File: config.mk
export PLATFORM = sky130hd
export DESIGN_NAME = cpu
export DESIGN_NICKNAME = d
export VERILOG_FILES = /design/src/hdl/isa.sv /design/src/hdl/opcodes.sv /design/src/hdl/alu.sv /design/src/hdl/control.sv /design/src/hdl/cpu.sv /design/src/hdl/datapath.sv /design/src/hdl/regBlock.sv
export VERILOG_INCLUDE_DIRS = /design/src /design/src/hdl
export SDC_FILE = /design/constraint.sdc
export NUM_CORES = 1
export LEC_CHECK = 0
export ABC_AREA = 1
export BUFFER_PORTS_ARGS = -buffer_cell sky130_fd_sc_hd__buf_2
export CAP_MARGIN = 40
export CORE_AREA = 5 5 182 184
export CTS_CLUSTER_SIZE = 20
export DETAILED_ROUTE_END_ITERATION = 8
export DIE_AREA = 0 0 187 189
export GPL_ROUTABILITY_DRIVEN = 0
export GPL_TIMING_DRIVEN = 0
export PLACE_DENSITY = 0.72
export SETUP_SLACK_MARGIN = 0.3
export SYNTH_ARGS = -nofsm -noshare
export SYNTH_HDL_FRONTEND = slang
export SYNTH_SLANG_ARGS = --single-unit
File: constraint.sdc
create_clock -name Clock -period 4.8 [get_ports Clock]
set_input_delay 0.24 -clock Clock [delete_from_list [all_inputs] [get_ports Clock]]
set_output_delay 0.24 -clock Clock [all_outputs]
set_load 0.02 [all_outputs]
File: src/hdl/cpu_consts.svh
`ifndef CPU_CONSTS_SVH
`define CPU_CONSTS_SVH

// datapath and address width
`define DATA_W 16

// register file geometry
`define REG_CNT 8
`define REG_IDX_W 3

// stack grows down from here
`define SP_RESET 16'h00FF

// bit positions in the flags word
`define FLAG_N 3
`define FLAG_Z 2
`define FLAG_C 1
`define FLAG_V 0

`endif

File: src/hdl/isa.sv
`default_nettype none

package isa;

	// instruction bits 15:11, any other code is a nop
	typedef enum logic [4:0] {
		OpAdd  = 5'h01,
		OpSub  = 5'h02,
		OpAnd  = 5'h03,
		OpOr   = 5'h04,
		OpXor  = 5'h05,
		OpAddi = 5'h06,
		OpLd   = 5'h08,
		OpSt   = 5'h09,  // stores rs2, which shares bits 8:6 with the immediate
		OpBz   = 5'h0A,
		OpJal  = 5'h0B,
		OpRet  = 5'h0C,
		OpPush = 5'h0D,
		OpPop  = 5'h0E,
		OpHalt = 5'h1F
	} instrT;

	typedef enum logic [2:0] {
		SFetch,
		SDecode,
		SExec,
		SMem,
		SWrite,
		SHalt
	} ctrlStateT;

endpackage

`default_nettype wire

File: src/hdl/opcodes.sv
`default_nettype none

package opcodes;

	// next pc source
	typedef enum logic [1:0] {
		PcLr,
		PcAluOut,
		PcBus,
		PcInc
	} pcSelT;

	// first alu operand
	typedef enum logic [1:0] {
		Op1Rd1,
		Op1Pc,
		Op1Sp
	} op1SelT;

	// one value per source driving the internal bus
	typedef enum logic [2:0] {
		BusMem,
		BusPc,
		BusLr,
		BusSp,
		BusAlu
	} busSelT;

	typedef enum logic [1:0] {
		AdrPc,
		AdrAlu,
		AdrSp
	} adrSelT;

	typedef enum logic [2:0] {
		AluAdd,
		AluSub,
		AluAnd,
		AluOr,
		AluXor,
		AluPass2,
		AluInc,  // op1 + 1
		AluDec   // op1 - 1
	} aluOpT;

endpackage

`default_nettype wire

File: src/hdl/alu.sv
`timescale 1ns/100ps
`include "cpu_consts.svh"
`default_nettype none

module alu (
	input  wire  [`DATA_W-1:0]  op1,
	input  wire  [`DATA_W-1:0]  op2,
	input  opcodes::aluOpT      aluOp,
	output logic [`DATA_W-1:0]  result,
	output logic [3:0]          flags
);

	import opcodes::*;

	logic               isSub;
	logic [`DATA_W-1:0] opB;    // second addend before inversion
	logic [`DATA_W-1:0] bEff;
	logic [`DATA_W:0]   sum;    // carry in top bit
	logic               arith;
	logic               carry, ovf;

	// inc and dec reuse the adder with a constant one
	assign isSub = (aluOp == AluSub) || (aluOp == AluDec);
	assign opB   = (aluOp == AluInc || aluOp == AluDec) ? `DATA_W'(1) : op2;
	assign bEff  = isSub ? ~opB : opB;
	assign sum   = {1'b0, op1} + {1'b0, bEff} + {{`DATA_W{1'b0}}, isSub};

	assign arith = (aluOp == AluAdd) || (aluOp == AluSub) ||
	               (aluOp == AluInc) || (aluOp == AluDec);

	always_comb begin
		case (aluOp)
			AluAnd:   result = op1 & op2;
			AluOr:    result = op1 | op2;
			AluXor:   result = op1 ^ op2;
			AluPass2: result = op2;
			default:  result = sum[`DATA_W-1:0];
		endcase
	end

	// carry is not-borrow on subtract
	assign carry = arith & sum[`DATA_W];
	// signs of the addends agree but the sum's sign differs
	assign ovf   = arith & (op1[`DATA_W-1] == bEff[`DATA_W-1]) &
	               (sum[`DATA_W-1] != op1[`DATA_W-1]);

	always_comb begin
		flags          = '0;
		flags[`FLAG_N] = result[`DATA_W-1];
		flags[`FLAG_Z] = (result == '0);
		flags[`FLAG_C] = carry;
		flags[`FLAG_V] = ovf;
	end

endmodule

`default_nettype wire

File: src/hdl/control.sv
`timescale 1ns/100ps
`include "cpu_consts.svh"
`default_nettype none

module control (
	input  wire              Clock,
	input  wire              rstN,
	input  isa::instrT       instr,
	input  wire  [3:0]       flags,
	output opcodes::pcSelT   pcSel,
	output opcodes::op1SelT  op1Sel,
	output opcodes::busSelT  busSel,
	output opcodes::adrSelT  adrSel,
	output opcodes::aluOpT   aluOp,
	output logic             pcWe,
	output logic             lrWe,
	output logic             spWe,
	output logic             irWe,
	output logic             aluWe,
	output logic             flagWe,
	output logic             regWe,
	output logic             op2Sel,
	output logic             wdSel,
	output logic             memWe,
	output logic             halted
);

	import opcodes::*;
	import isa::*;

	ctrlStateT state, nextState;
	aluOpT     rrOp;  // alu op for register-register forms

	always_ff @(posedge Clock) begin
		if (!rstN)
			state <= SFetch;
		else
			state <= nextState;
	end

	always_comb begin
		case (instr)
			OpSub:   rrOp = AluSub;
			OpAnd:   rrOp = AluAnd;
			OpOr:    rrOp = AluOr;
			OpXor:   rrOp = AluXor;
			default: rrOp = AluAdd;
		endcase
	end

	assign halted = (state == SHalt);

	always_comb begin
		pcSel     = PcInc;
		op1Sel    = Op1Rd1;
		busSel    = BusAlu;
		adrSel    = AdrPc;
		aluOp     = AluAdd;
		op2Sel    = 1'b0;
		wdSel     = 1'b0;
		{pcWe, lrWe, spWe, irWe, aluWe, flagWe, regWe, memWe} = '0;
		nextState = state;
		case (state)
			SFetch: begin
				busSel    = BusMem;
				irWe      = 1'b1;
				pcWe      = 1'b1;
				nextState = SDecode;
			end
			SDecode: begin
				// aluOut gets the branch target, or rs1 + imm for memory ops
				aluWe     = 1'b1;
				op1Sel    = (instr == OpLd || instr == OpSt) ? Op1Rd1 : Op1Pc;
				nextState = (instr == OpHalt) ? SHalt : SExec;
			end
			SExec: begin
				nextState = SFetch;
				case (instr)
					OpAdd, OpSub, OpAnd, OpOr, OpXor: begin
						aluOp  = rrOp;
						op2Sel = 1'b1;
						flagWe = 1'b1;
						regWe  = 1'b1;
					end
					OpAddi: begin
						flagWe = 1'b1;
						regWe  = 1'b1;
					end
					OpLd: nextState = SMem;
					OpSt: begin
						adrSel = AdrAlu;
						memWe  = 1'b1;
					end
					OpBz: begin
						pcSel = PcAluOut;
						pcWe  = flags[`FLAG_Z];  // only taken on zero
					end
					OpJal: begin
						lrWe  = 1'b1;
						pcSel = PcAluOut;
						pcWe  = 1'b1;
					end
					OpRet: begin
						pcSel = PcLr;
						pcWe  = 1'b1;
					end
					OpPush: begin
						adrSel = AdrSp;   // write at sp, then step down
						memWe  = 1'b1;
						op1Sel = Op1Sp;
						aluOp  = AluDec;
						spWe   = 1'b1;
					end
					OpPop: begin
						op1Sel    = Op1Sp;
						aluOp     = AluInc;
						spWe      = 1'b1;
						nextState = SMem;
					end
					default: ;  // nop
				endcase
			end
			SMem: begin
				busSel    = BusMem;
				adrSel    = (instr == OpPop) ? AdrSp : AdrAlu;
				wdSel     = 1'b1;
				regWe     = 1'b1;
				nextState = SFetch;
			end
			SHalt:   nextState = SHalt;
			default: nextState = SFetch;
		endcase
	end

endmodule

`default_nettype wire

File: src/hdl/cpu.sv
`timescale 1ns/100ps
`include "cpu_consts.svh"
`default_nettype none

module cpu (
	input  wire                 Clock,
	input  wire                 rstN,
	input  wire  [`DATA_W-1:0]  memRData,
	output logic [`DATA_W-1:0]  memAddr,
	output logic [`DATA_W-1:0]  memWData,
	output logic                memWe,
	output logic                halted,
	output logic [3:0]          flags
);

	import opcodes::*;
	import isa::*;

	pcSelT  pcSel;
	op1SelT op1Sel;
	busSelT busSel;
	adrSelT adrSel;
	aluOpT  aluOp;
	instrT  instr;
	logic   pcWe, lrWe, spWe, irWe, aluWe, flagWe, regWe;
	logic   op2Sel, wdSel;

	control ctrl (
		.Clock  (Clock  ), .rstN   (rstN   ),
		.instr  (instr  ), .flags  (flags  ),
		.pcSel  (pcSel  ), .op1Sel (op1Sel ), .busSel (busSel ),
		.adrSel (adrSel ), .aluOp  (aluOp  ),
		.pcWe   (pcWe   ), .lrWe   (lrWe   ), .spWe   (spWe   ), .irWe  (irWe  ),
		.aluWe  (aluWe  ), .flagWe (flagWe ), .regWe  (regWe  ),
		.op2Sel (op2Sel ), .wdSel  (wdSel  ),
		.memWe  (memWe  ), .halted (halted )
	);

	datapath dp (
		.Clock    (Clock    ), .rstN     (rstN     ),
		.memRData (memRData ), .memAddr  (memAddr  ), .memWData (memWData ),
		.instr    (instr    ), .flags    (flags    ),
		.pcSel    (pcSel    ), .op1Sel   (op1Sel   ), .busSel   (busSel   ),
		.adrSel   (adrSel   ), .aluOp    (aluOp    ),
		.pcWe     (pcWe     ), .lrWe     (lrWe     ), .spWe     (spWe     ),
		.irWe     (irWe     ), .aluWe    (aluWe    ), .flagWe   (flagWe   ),
		.regWe    (regWe    ), .op2Sel   (op2Sel   ), .wdSel    (wdSel    )
	);

endmodule

`default_nettype wire

File: src/hdl/datapath.sv
`timescale 1ns/100ps
`include "cpu_consts.svh"
`default_nettype none

module datapath (
	input  wire                 Clock,
	input  wire                 rstN,
	input  wire  [`DATA_W-1:0]  memRData,
	output logic [`DATA_W-1:0]  memAddr,
	output logic [`DATA_W-1:0]  memWData,
	output isa::instrT          instr,
	output logic [3:0]          flags,
	input  opcodes::pcSelT      pcSel,
	input  opcodes::op1SelT     op1Sel,
	input  opcodes::busSelT     busSel,
	input  opcodes::adrSelT     adrSel,
	input  opcodes::aluOpT      aluOp,
	input  wire                 pcWe,
	input  wire                 lrWe,
	input  wire                 spWe,
	input  wire                 irWe,
	input  wire                 aluWe,
	input  wire                 flagWe,
	input  wire                 regWe,
	input  wire                 op2Sel,  // 1 picks rd2, 0 the immediate
	input  wire                 wdSel    // 1 picks the bus, 0 the alu result
);

	import opcodes::*;
	import isa::*;

	logic [`DATA_W-1:0] pc, lr, sp, ir, aluOut;
	logic [`DATA_W-1:0] pcNext, bus, immExt;
	logic [`DATA_W-1:0] op1, op2, aluRes, wData;
	logic [`DATA_W-1:0] rd1, rd2;
	logic [3:0]         aluFlags;

	assign immExt = {{(`DATA_W-5){ir[10]}}, ir[10:6]};
	assign instr  = instrT'(ir[15:11]);
	assign op2    = op2Sel ? rd2 : immExt;
	assign wData  = wdSel ? bus : aluRes;

	always_comb begin
		case (busSel)
			BusPc:   bus = pc;
			BusLr:   bus = lr;
			BusSp:   bus = sp;
			BusAlu:  bus = aluOut;
			default: bus = memRData;
		endcase
	end

	always_comb begin
		case (op1Sel)
			Op1Pc:   op1 = pc;
			Op1Sp:   op1 = sp;
			default: op1 = rd1;
		endcase
	end

	always_comb begin
		case (pcSel)
			PcLr:     pcNext = lr;
			PcAluOut: pcNext = aluOut;
			PcBus:    pcNext = bus;
			default:  pcNext = pc + 1'b1;
		endcase
	end

	always_comb begin
		case (adrSel)
			AdrAlu:  memAddr = aluOut;
			AdrSp:   memAddr = sp;
			default: memAddr = pc;
		endcase
	end

	assign memWData = rd2;

	regBlock regs (
		.Clock (Clock   ),
		.rstN  (rstN    ),
		.we    (regWe   ),
		.rs1   (ir[5:3] ),
		.rs2   (ir[8:6] ),
		.rw    (ir[2:0] ),
		.wData (wData   ),
		.rd1   (rd1     ),
		.rd2   (rd2     )
	);

	alu alu (
		.op1    (op1      ),
		.op2    (op2      ),
		.aluOp  (aluOp    ),
		.result (aluRes   ),
		.flags  (aluFlags )
	);

	// architectural state
	always_ff @(posedge Clock) begin
		if (!rstN) begin
			pc    <= '0;
			lr    <= '0;
			sp    <= `SP_RESET;
			flags <= '0;
		end else begin
			if (pcWe)   pc    <= pcNext;
			if (lrWe)   lr    <= pc;       // return address is the already incremented pc
			if (spWe)   sp    <= aluRes;
			if (flagWe) flags <= aluFlags;
		end
	end

	always_ff @(posedge Clock) begin
		if (irWe)  ir     <= bus;
		if (aluWe) aluOut <= aluRes;
	end

endmodule

`default_nettype wire

File: src/hdl/regBlock.sv
`timescale 1ns/100ps
`include "cpu_consts.svh"
`default_nettype none

module regBlock (
	input  wire                    Clock,
	input  wire                    rstN,
	input  wire                    we,
	input  wire  [`REG_IDX_W-1:0]  rs1,
	input  wire  [`REG_IDX_W-1:0]  rs2,
	input  wire  [`REG_IDX_W-1:0]  rw,
	input  wire  [`DATA_W-1:0]     wData,
	output logic [`DATA_W-1:0]     rd1,
	output logic [`DATA_W-1:0]     rd2
);

	logic [`DATA_W-1:0] regs [`REG_CNT];

	// r0 is an ordinary register here
	always_ff @(posedge Clock) begin
		if (!rstN) begin
			for (int i = 0; i < `REG_CNT; i++)
				regs[i] <= '0;
		end else if (we) begin
			regs[rw] <= wData;
		end
	end

	assign rd1 = regs[rs1];
	assign rd2 = regs[rs2];  // also the store data

endmodule

`default_nettype wire

# Yosys cells after proc, flatten, opt, wreduce, memory -nomap -nowiden
# Memory sizes are Yosys's and may differ from the RTL's. A register that Yosys moved wholly into a read port is not among the register bits.
# Cells that the tools add are included.
dict set report totals {
  regBits 87
  input_bits 18
  n_memories 1
  out_inout_bits 38
  ramBits 128
  elab_cells 123
}
# memory words word_bits rd rd_ports_with_merged_regs wr line
set mem_list {}
lappend mem_list {dp.regs.regs 8 16 2 2 8 regBlock.sv:17} ;# logic [`DATA_W-1:0] regs [`REG_CNT];
dict set report classes {
  n_reduce_logical 19
  n_bitwise 7
  add_sub_neg 3
  muxes 49
  eq_ne 37
}
# cell n
set ops {}
lappend ops {{$pmux W16 S4} 2}
lappend ops {{$mux W16} 5}
lappend ops {{$pmux W16 S2} 2}
lappend ops {{$pmux W16 S3} 1}
lappend ops {{$eq A5 B4 Y1 const B} 7}
lappend ops {{$pmux W3 S4} 2}
lappend ops {{$mux W1} 19}
lappend ops {{$eq A3 B2 Y1 const B} 6}
lappend ops {{$eq A3 B3 Y1 const B} 6}
lappend ops {{$mux W3} 6}
lappend ops {{$add A16 B16 Y17} 1}
lappend ops {{$add A17 B1 Y17} 1}
lappend ops {{$add A16 B1 Y16 const B} 1}
lappend ops {{$and A16 B16 Y16} 1}
lappend ops {{$logic_not A16 Y1} 1}
lappend ops {{$not A16 Y16} 1}
lappend ops {{$or A16 B16 Y16} 1}
lappend ops {{$pmux W2 S2} 4}
lappend ops {{$reduce_or A16 Y1} 1}
lappend ops {{$xor A16 B16 Y16} 1}
lappend ops {{$eq A5 B3 Y1 const B} 3}
lappend ops {{$reduce_or A2 Y1} 6}
lappend ops {{$eq A5 B2 Y1 const B} 2}
lappend ops {{$eq A3 B1 Y1 const B} 3}
lappend ops {{other kinds (15)} 32}

# Logic depth before layout (Yosys ltp)
dict set report logic_depth {
  ltp_word 14
  depth_mapped 34
  mapped_depth_nobuf 33
}

# Cells and area by module
# A second synthesis with hierarchy kept.
dict set report hier_totals {
  cells_unflattened 2356
  area_unflattened_um2 15820.2
}
# mod cells_per_inst n_inst seq_area_each_um2 area_per_inst_um2
set by_module_without_submodules {}
lappend by_module_without_submodules {regBlock 1032 1 3843.7 7536.0}
lappend by_module_without_submodules {datapath 792 1 2001.9 5268.8}
lappend by_module_without_submodules {alu 436 1 0.0 2479.9}
lappend by_module_without_submodules {control 96 1 60.1 535.5}

# Least setup slack after synthesis
# OpenSTA, ideal clock, no wires.
dict set report synth_path {
  path_type {reg2reg}
  startpoint {reg dp.ir[15]}
  endpoint {mem dp.regs.regs[0][13] (netlist bit), data pin}
  period_less_slack_ns 4.188
  path_buffers 3
  path_slack_ns 0.612
  path_stages_with_launch 25
  setup_ns 0.267
  t_arrival_ns 3.921
  required_ns 4.533
  path_cell_list {edfxtp_1 > inv_2 > nand3_1 > nand2_1 > nand2_2 > clkbuf_1 > ha_1 > clkbuf_1 > clkbuf_1 > o221ai_1 > nand2_1 > inv_1 > ha_1 > a21oi_1 > o21ai_0 > a21oi_1 > nand2_1 > nand2_1 > nand2_1 > nand2_1 > nand2_1 > a21boi_1 > nand2_1 > o21ai_2 > nor2_1}
}
# item line
set synth_rtl {}
lappend synth_rtl {{start, declared} datapath.sv:32} ;# logic [`DATA_W-1:0] pc, lr, sp, ir, aluOut;
lappend synth_rtl {{start signal, assigned} datapath.sv:116} ;# if (irWe) ir <= bus;
lappend synth_rtl {{end, declared} regBlock.sv:17}

# Final worst setup path
dict set report layout_path {
  startpoint {reg dp.ir[11]}
  endpoint {reg dp.flags[2]}
}
dict set report layout_via {
  elab_chain_len 13
  elab_cells_between_ends 47
  cone_classes {2 x add/sub; 19 x eq/ne; 15 x mux; 4 x bitwise; 7 x reduce/logical}
}
# item line
set layout_lines {}
lappend layout_lines {{$eq A5 B3 Y1, or another cell as far along} {control.sv:42, control.sv:78}}
lappend layout_lines {{$pmux W3 S4 or $reduce_or A5 Y1 (tied branches)} {control.sv:42, control.sv:78}}
lappend layout_lines {{$pmux W3 S3} control.sv:78} ;# case (instr)
lappend layout_lines {{$mux W3} control.sv:63} ;# case (state)
lappend layout_lines {{$eq A3 B3 Y1 (on tied branches)} {alu.sv:24, alu.sv:23}}
lappend layout_lines {{$logic_or A1 B1 Y1} alu.sv:24} ;# assign opB = (aluOp == AluInc || aluOp == AluDec) ? `DATA_W'(1) : op2;
lappend layout_lines {{$mux W16} alu.sv:24}
lappend layout_lines {{$not A16 Y16} alu.sv:25} ;# assign bEff = isSub ? ~opB : opB;
lappend layout_lines {{$mux W16} alu.sv:25}
lappend layout_lines {{$add A16 B16 Y17} alu.sv:26} ;# assign sum = {1'b0, op1} + {1'b0, bEff} + {{`DATA_W{1'b0}}, isSub};
lappend layout_lines {{$add A17 B1 Y17} alu.sv:26}
lappend layout_lines {{$pmux W16 S4} alu.sv:32} ;# case (aluOp)
lappend layout_lines {{$logic_not A16 Y1} alu.sv:50} ;# flags[`FLAG_Z] = (result == '0);
lappend layout_lines {{end signal, assigned} datapath.sv:111} ;# if (flagWe) flags <= aluFlags;
lappend layout_lines {{end, declared} datapath.sv:12} ;# output logic [3:0] flags,
# Several ways; a longest one is shown, not always the timed one.
# A chain may end at the register's enable or synchronous reset.

==> flow_summary.json <==
{
  "outcome": "complete, no violations",
  "final.setup_skew_ps": 42.9,
  "drc": 0,
  "placementRows": 65,
  "cts_tree": "yes",
  "hold_wc_path_type": "in2reg",
  "synthXorXnorAreaFrac_pct": 1.05,
  "die_h_um": 189,
  "first_global_vias": 14100,
  "core_um2": 31200,
  "dpl.hpwl_um": 37200,
  "syn_area_um2": 14200,
  "syn_nets": 1979,
  "layout-area-overhead-vs-synth_pct": 19.5,
  "dr_iter_0_viols": 2170,
  "swShare_pct": 48.1,
  "crit_top_cell": "nor2_1",
  "design.final.nets": 2114,
  "cellLeakagePower_uw": 0.00749,
  "worst_slew_margin_rel_pct": 39.6,
  "layout_worst_path_cycle_share_pct": 93.9,
  "initial_core_util_pct": 45.6,
  "grt_antenna_before_repair": 1,
  "max-cap-violations": 0,
  "cts.reportedPaths.clkPinSlew_ps": 60,
  "setup.worst_path.end_class": "flop",
  "synth_seq_cells": 221,
  "die_width_um": 187,
  "diodes": 0,
  "grt_start_max_net_pins": 19,
  "leading_cell_types_by_count_after_synthesis": "nand2_1 (414), inv_1 (242), nor2_1 (199)",
  "netlist-cell-type-count": 48,
  "critical_path_class": "reg2reg",
  "timing.final.max_slew_violations": 0,
  "seqCellArea_um2": 6030,
  "wire_per_inst_um": 21.0,
  "int_power_uw": 5290,
  "layout_min_cycle_time_ps": 4510,
  "async_reset_ff_share_pct": 0,
  "cp_slowest_cell": "edfxtp_1",
  "number_of_cts_inserted_buffers": 26,
  "grt.overflow.total": 0,
  "ys_top_cells_by_area": "edfxtp_1 (34%), nand2_1 (11%), dfxtp_1 (8.6%)",
  "timing.critical_path.slowest_cell_delay_ps": 540,
  "synth_mux_area_share_pct": 0,
  "power_density_nw_per_um2": 598,
  "drt_pre_antenna_iters": 8,
  "groute.usage.overall_pct": 27.5,
  "synth_edf_count": 160,
  "yosys.area_share.adder_pct": 4.71,
  "clock_tree.htree_level_count": 1,
  "port_buffers": 55,
  "synth_sequential_area_ratio_pct": 42.3,
  "worst_slack_ps": 295,
  "synthSimpleGateAreaFrac_pct": 23.5,
  "final_core_utilization_pct": 54.5,
  "synth-compound-area-share_pct": 18.7,
  "sequentialPowerShare_pct": 24.5,
  "yosys.area.top_type_share_pct": 33.8,
  "placement.setup.worst_slack_ps": -986,
  "report.final.hold_viol_count": 0,
  "viasPerCell": 6.07,
  "pwr-share-clk_pct": 20.7,
  "clock_sinks": 221,
  "route.vias.total": 15000,
  "synth.yosys.warnings": 0,
  "timing.critical_path.from_type": "flop",
  "die_area_um2": 35300,
  "setup_viol": 0,
  "drive_above_1_share_pct": 16.4,
  "crit_arrival_ps": 4970,
  "grt_first_pass_wirelength_um": 77700,
  "synth_cells": 1908,
  "fmax_mhz": 222,
  "synth_ff_type": "edfxtp_1",
  "antenna_left": 0,
  "area_of_combinational_cells_with_multiple_inputs_um2": 7340,
  "power.combinational.fraction_pct": 54.8,
  "floorplan.io_pins": 56,
  "yosysMostFrequentCell": "nand2_1",
  "worstMarginPinSlew_ps": 899,
  "cts_root_buf": "clkbuf_16",
  "power.switching_uw": 4890,
  "crit_path_max_fanout": 10,
  "power.ir.vdd_worst_uv": 338,
  "fillCellCount": 2866,
  "rsz0062_at_grt": "true",
  "drt-total-wl_um": 51800,
  "netlist.top_cell.by_area": "edfxtp_1",
  "synthesis.area_per_instance_um2": 7.46,
  "synth_top_family_by_area": "simple AND/OR/NAND/NOR gates",
  "max-clock-path-buffers": 3,
  "cp_data_required_time_ps": 5260,
  "clkLatencyLatePin_ps": 570
}
## final timing paths
check | to | slack (ps) | from | cells after the start
max | dp.flags[2] | 290 | dp.ir[11] | 28
min | flop | 20 | memRData[8] | 3
max reg2reg | dp.flags[2] | 290 | dp.ir[11] | 28
min reg2reg | flop | 450 | dp.ir[3] | 2
## placed cells by master (no fill, tap or decap), types with 13 or more instances in the layout
master	synthesis	final
nand2_2	12	33
a221o_1	15	15
buf_2	6	61
clkbuf_1	77	50
nor2_1	199	178
o21ai_0	187	185
nor2_2	12	26
nand4_1	16	16
dfxtp_1	61	60
nand3_1	102	94
inv_1	242	232
edfxtp_1	160	160
buf_4	3	50
inv_2	9	19
clkbuf_16	0	26
nand2_1	414	388
clkbuf_2	0	15
a22oi_1	13	13
buf_6	4	14
a21oi_1	197	193
ha_1	52	39
## what timing repair did
action / CTS / global route
gates resized for setup: 58 / 170
buffers inserted: 10 / 29
pin swaps: 10 / 43
endpoints found under the setup margin: 150 / 104
hold endpoints to repair: 5 / 0
hold buffers: 4 / 0
gates cloned: 0 / 2
## area by class of cell
cell class                      instances  area share, %
Multi-Input combinational cell       1332           43.1
Sequential cell                       221           35.4
Inverter                              258           5.77
Timing Repair Buffer                  107           4.11
Clock buffer                           33           4.10
Buffer                                 97           3.27
Tap cell                              402           2.96
Clock inverter                         15           1.24
## registers in the layout, indices dropped and copies added (netlist names), named ones only
signal,flops
dp.sp,16
dp.ir,16
dp.aluOut,16
ctrl.state,3
dp.flags,4
dp.pc,16
dp.regs.regs,128
dp.lr,16
## metrics by stage
stage                     hold slack [ps]  std cells  power [uW]  instance area [um^2]  setup TNS (ps)
after floorplan                       350       1908        5320                 14200               0
after global placement                438       2365        6870                 15000          -68980
after detailed placement              442       2371        7010                 15100          -70110
after CTS                            2.70       2433        9350                 16300               0
after global routing                 9.44       2465       10600                 17000               0
final                                24.2       2465       10200                 17000               0
## logic make-up (layout without fill, tap and decap cells)
logic type	Yosys count	after routing
flops	221	221
fa+ha+maj	53	53
buf+inv	355	510
simple gates	784	784
compound gates	478	478
xor+xnor	17	17
## worst max-delay path, delay by kind of cell, from the launching register on
family / cells / cell delay [ps]
AO/OA/AOI/OAI: 2 / 480
adder cells (fa/ha/maj): 2 / 470
buffers and inverters: 4 / 590
flip-flops: 1 / 540
AND/OR/NAND/NOR: 20 / 2360
## layer usage
| layer | track usage [%] | part of all wire (%) | vias up |
|---|---|---|---|
| met5 | 0 | 0.025 | - |
| met4 | 12.8 | 5.6 | 2 |
| met3 | 5.37 | 14 | 239 |
| met2 | 42.8 | 43 | 1185 |
| met1 | 37.3 | 37 | 6905 |
| li1 | - | - | 6638 |
## power groups by stage
stage | Clock (uW) | Sequential [uW] | Combinational, uW
3_3_place_gp | 0 | 2500 | 4370
6_report | 2110 | 2490 | 5580
4_1_cts | 2090 | 2470 | 4790
3_5_place_dp | 0 | 2500 | 4510
5_1_grt | 2190 | 2500 | 5900
2_1_floorplan | 0 | 2440 | 2880
Note: power is estimated with default switching activity, not from simulation.
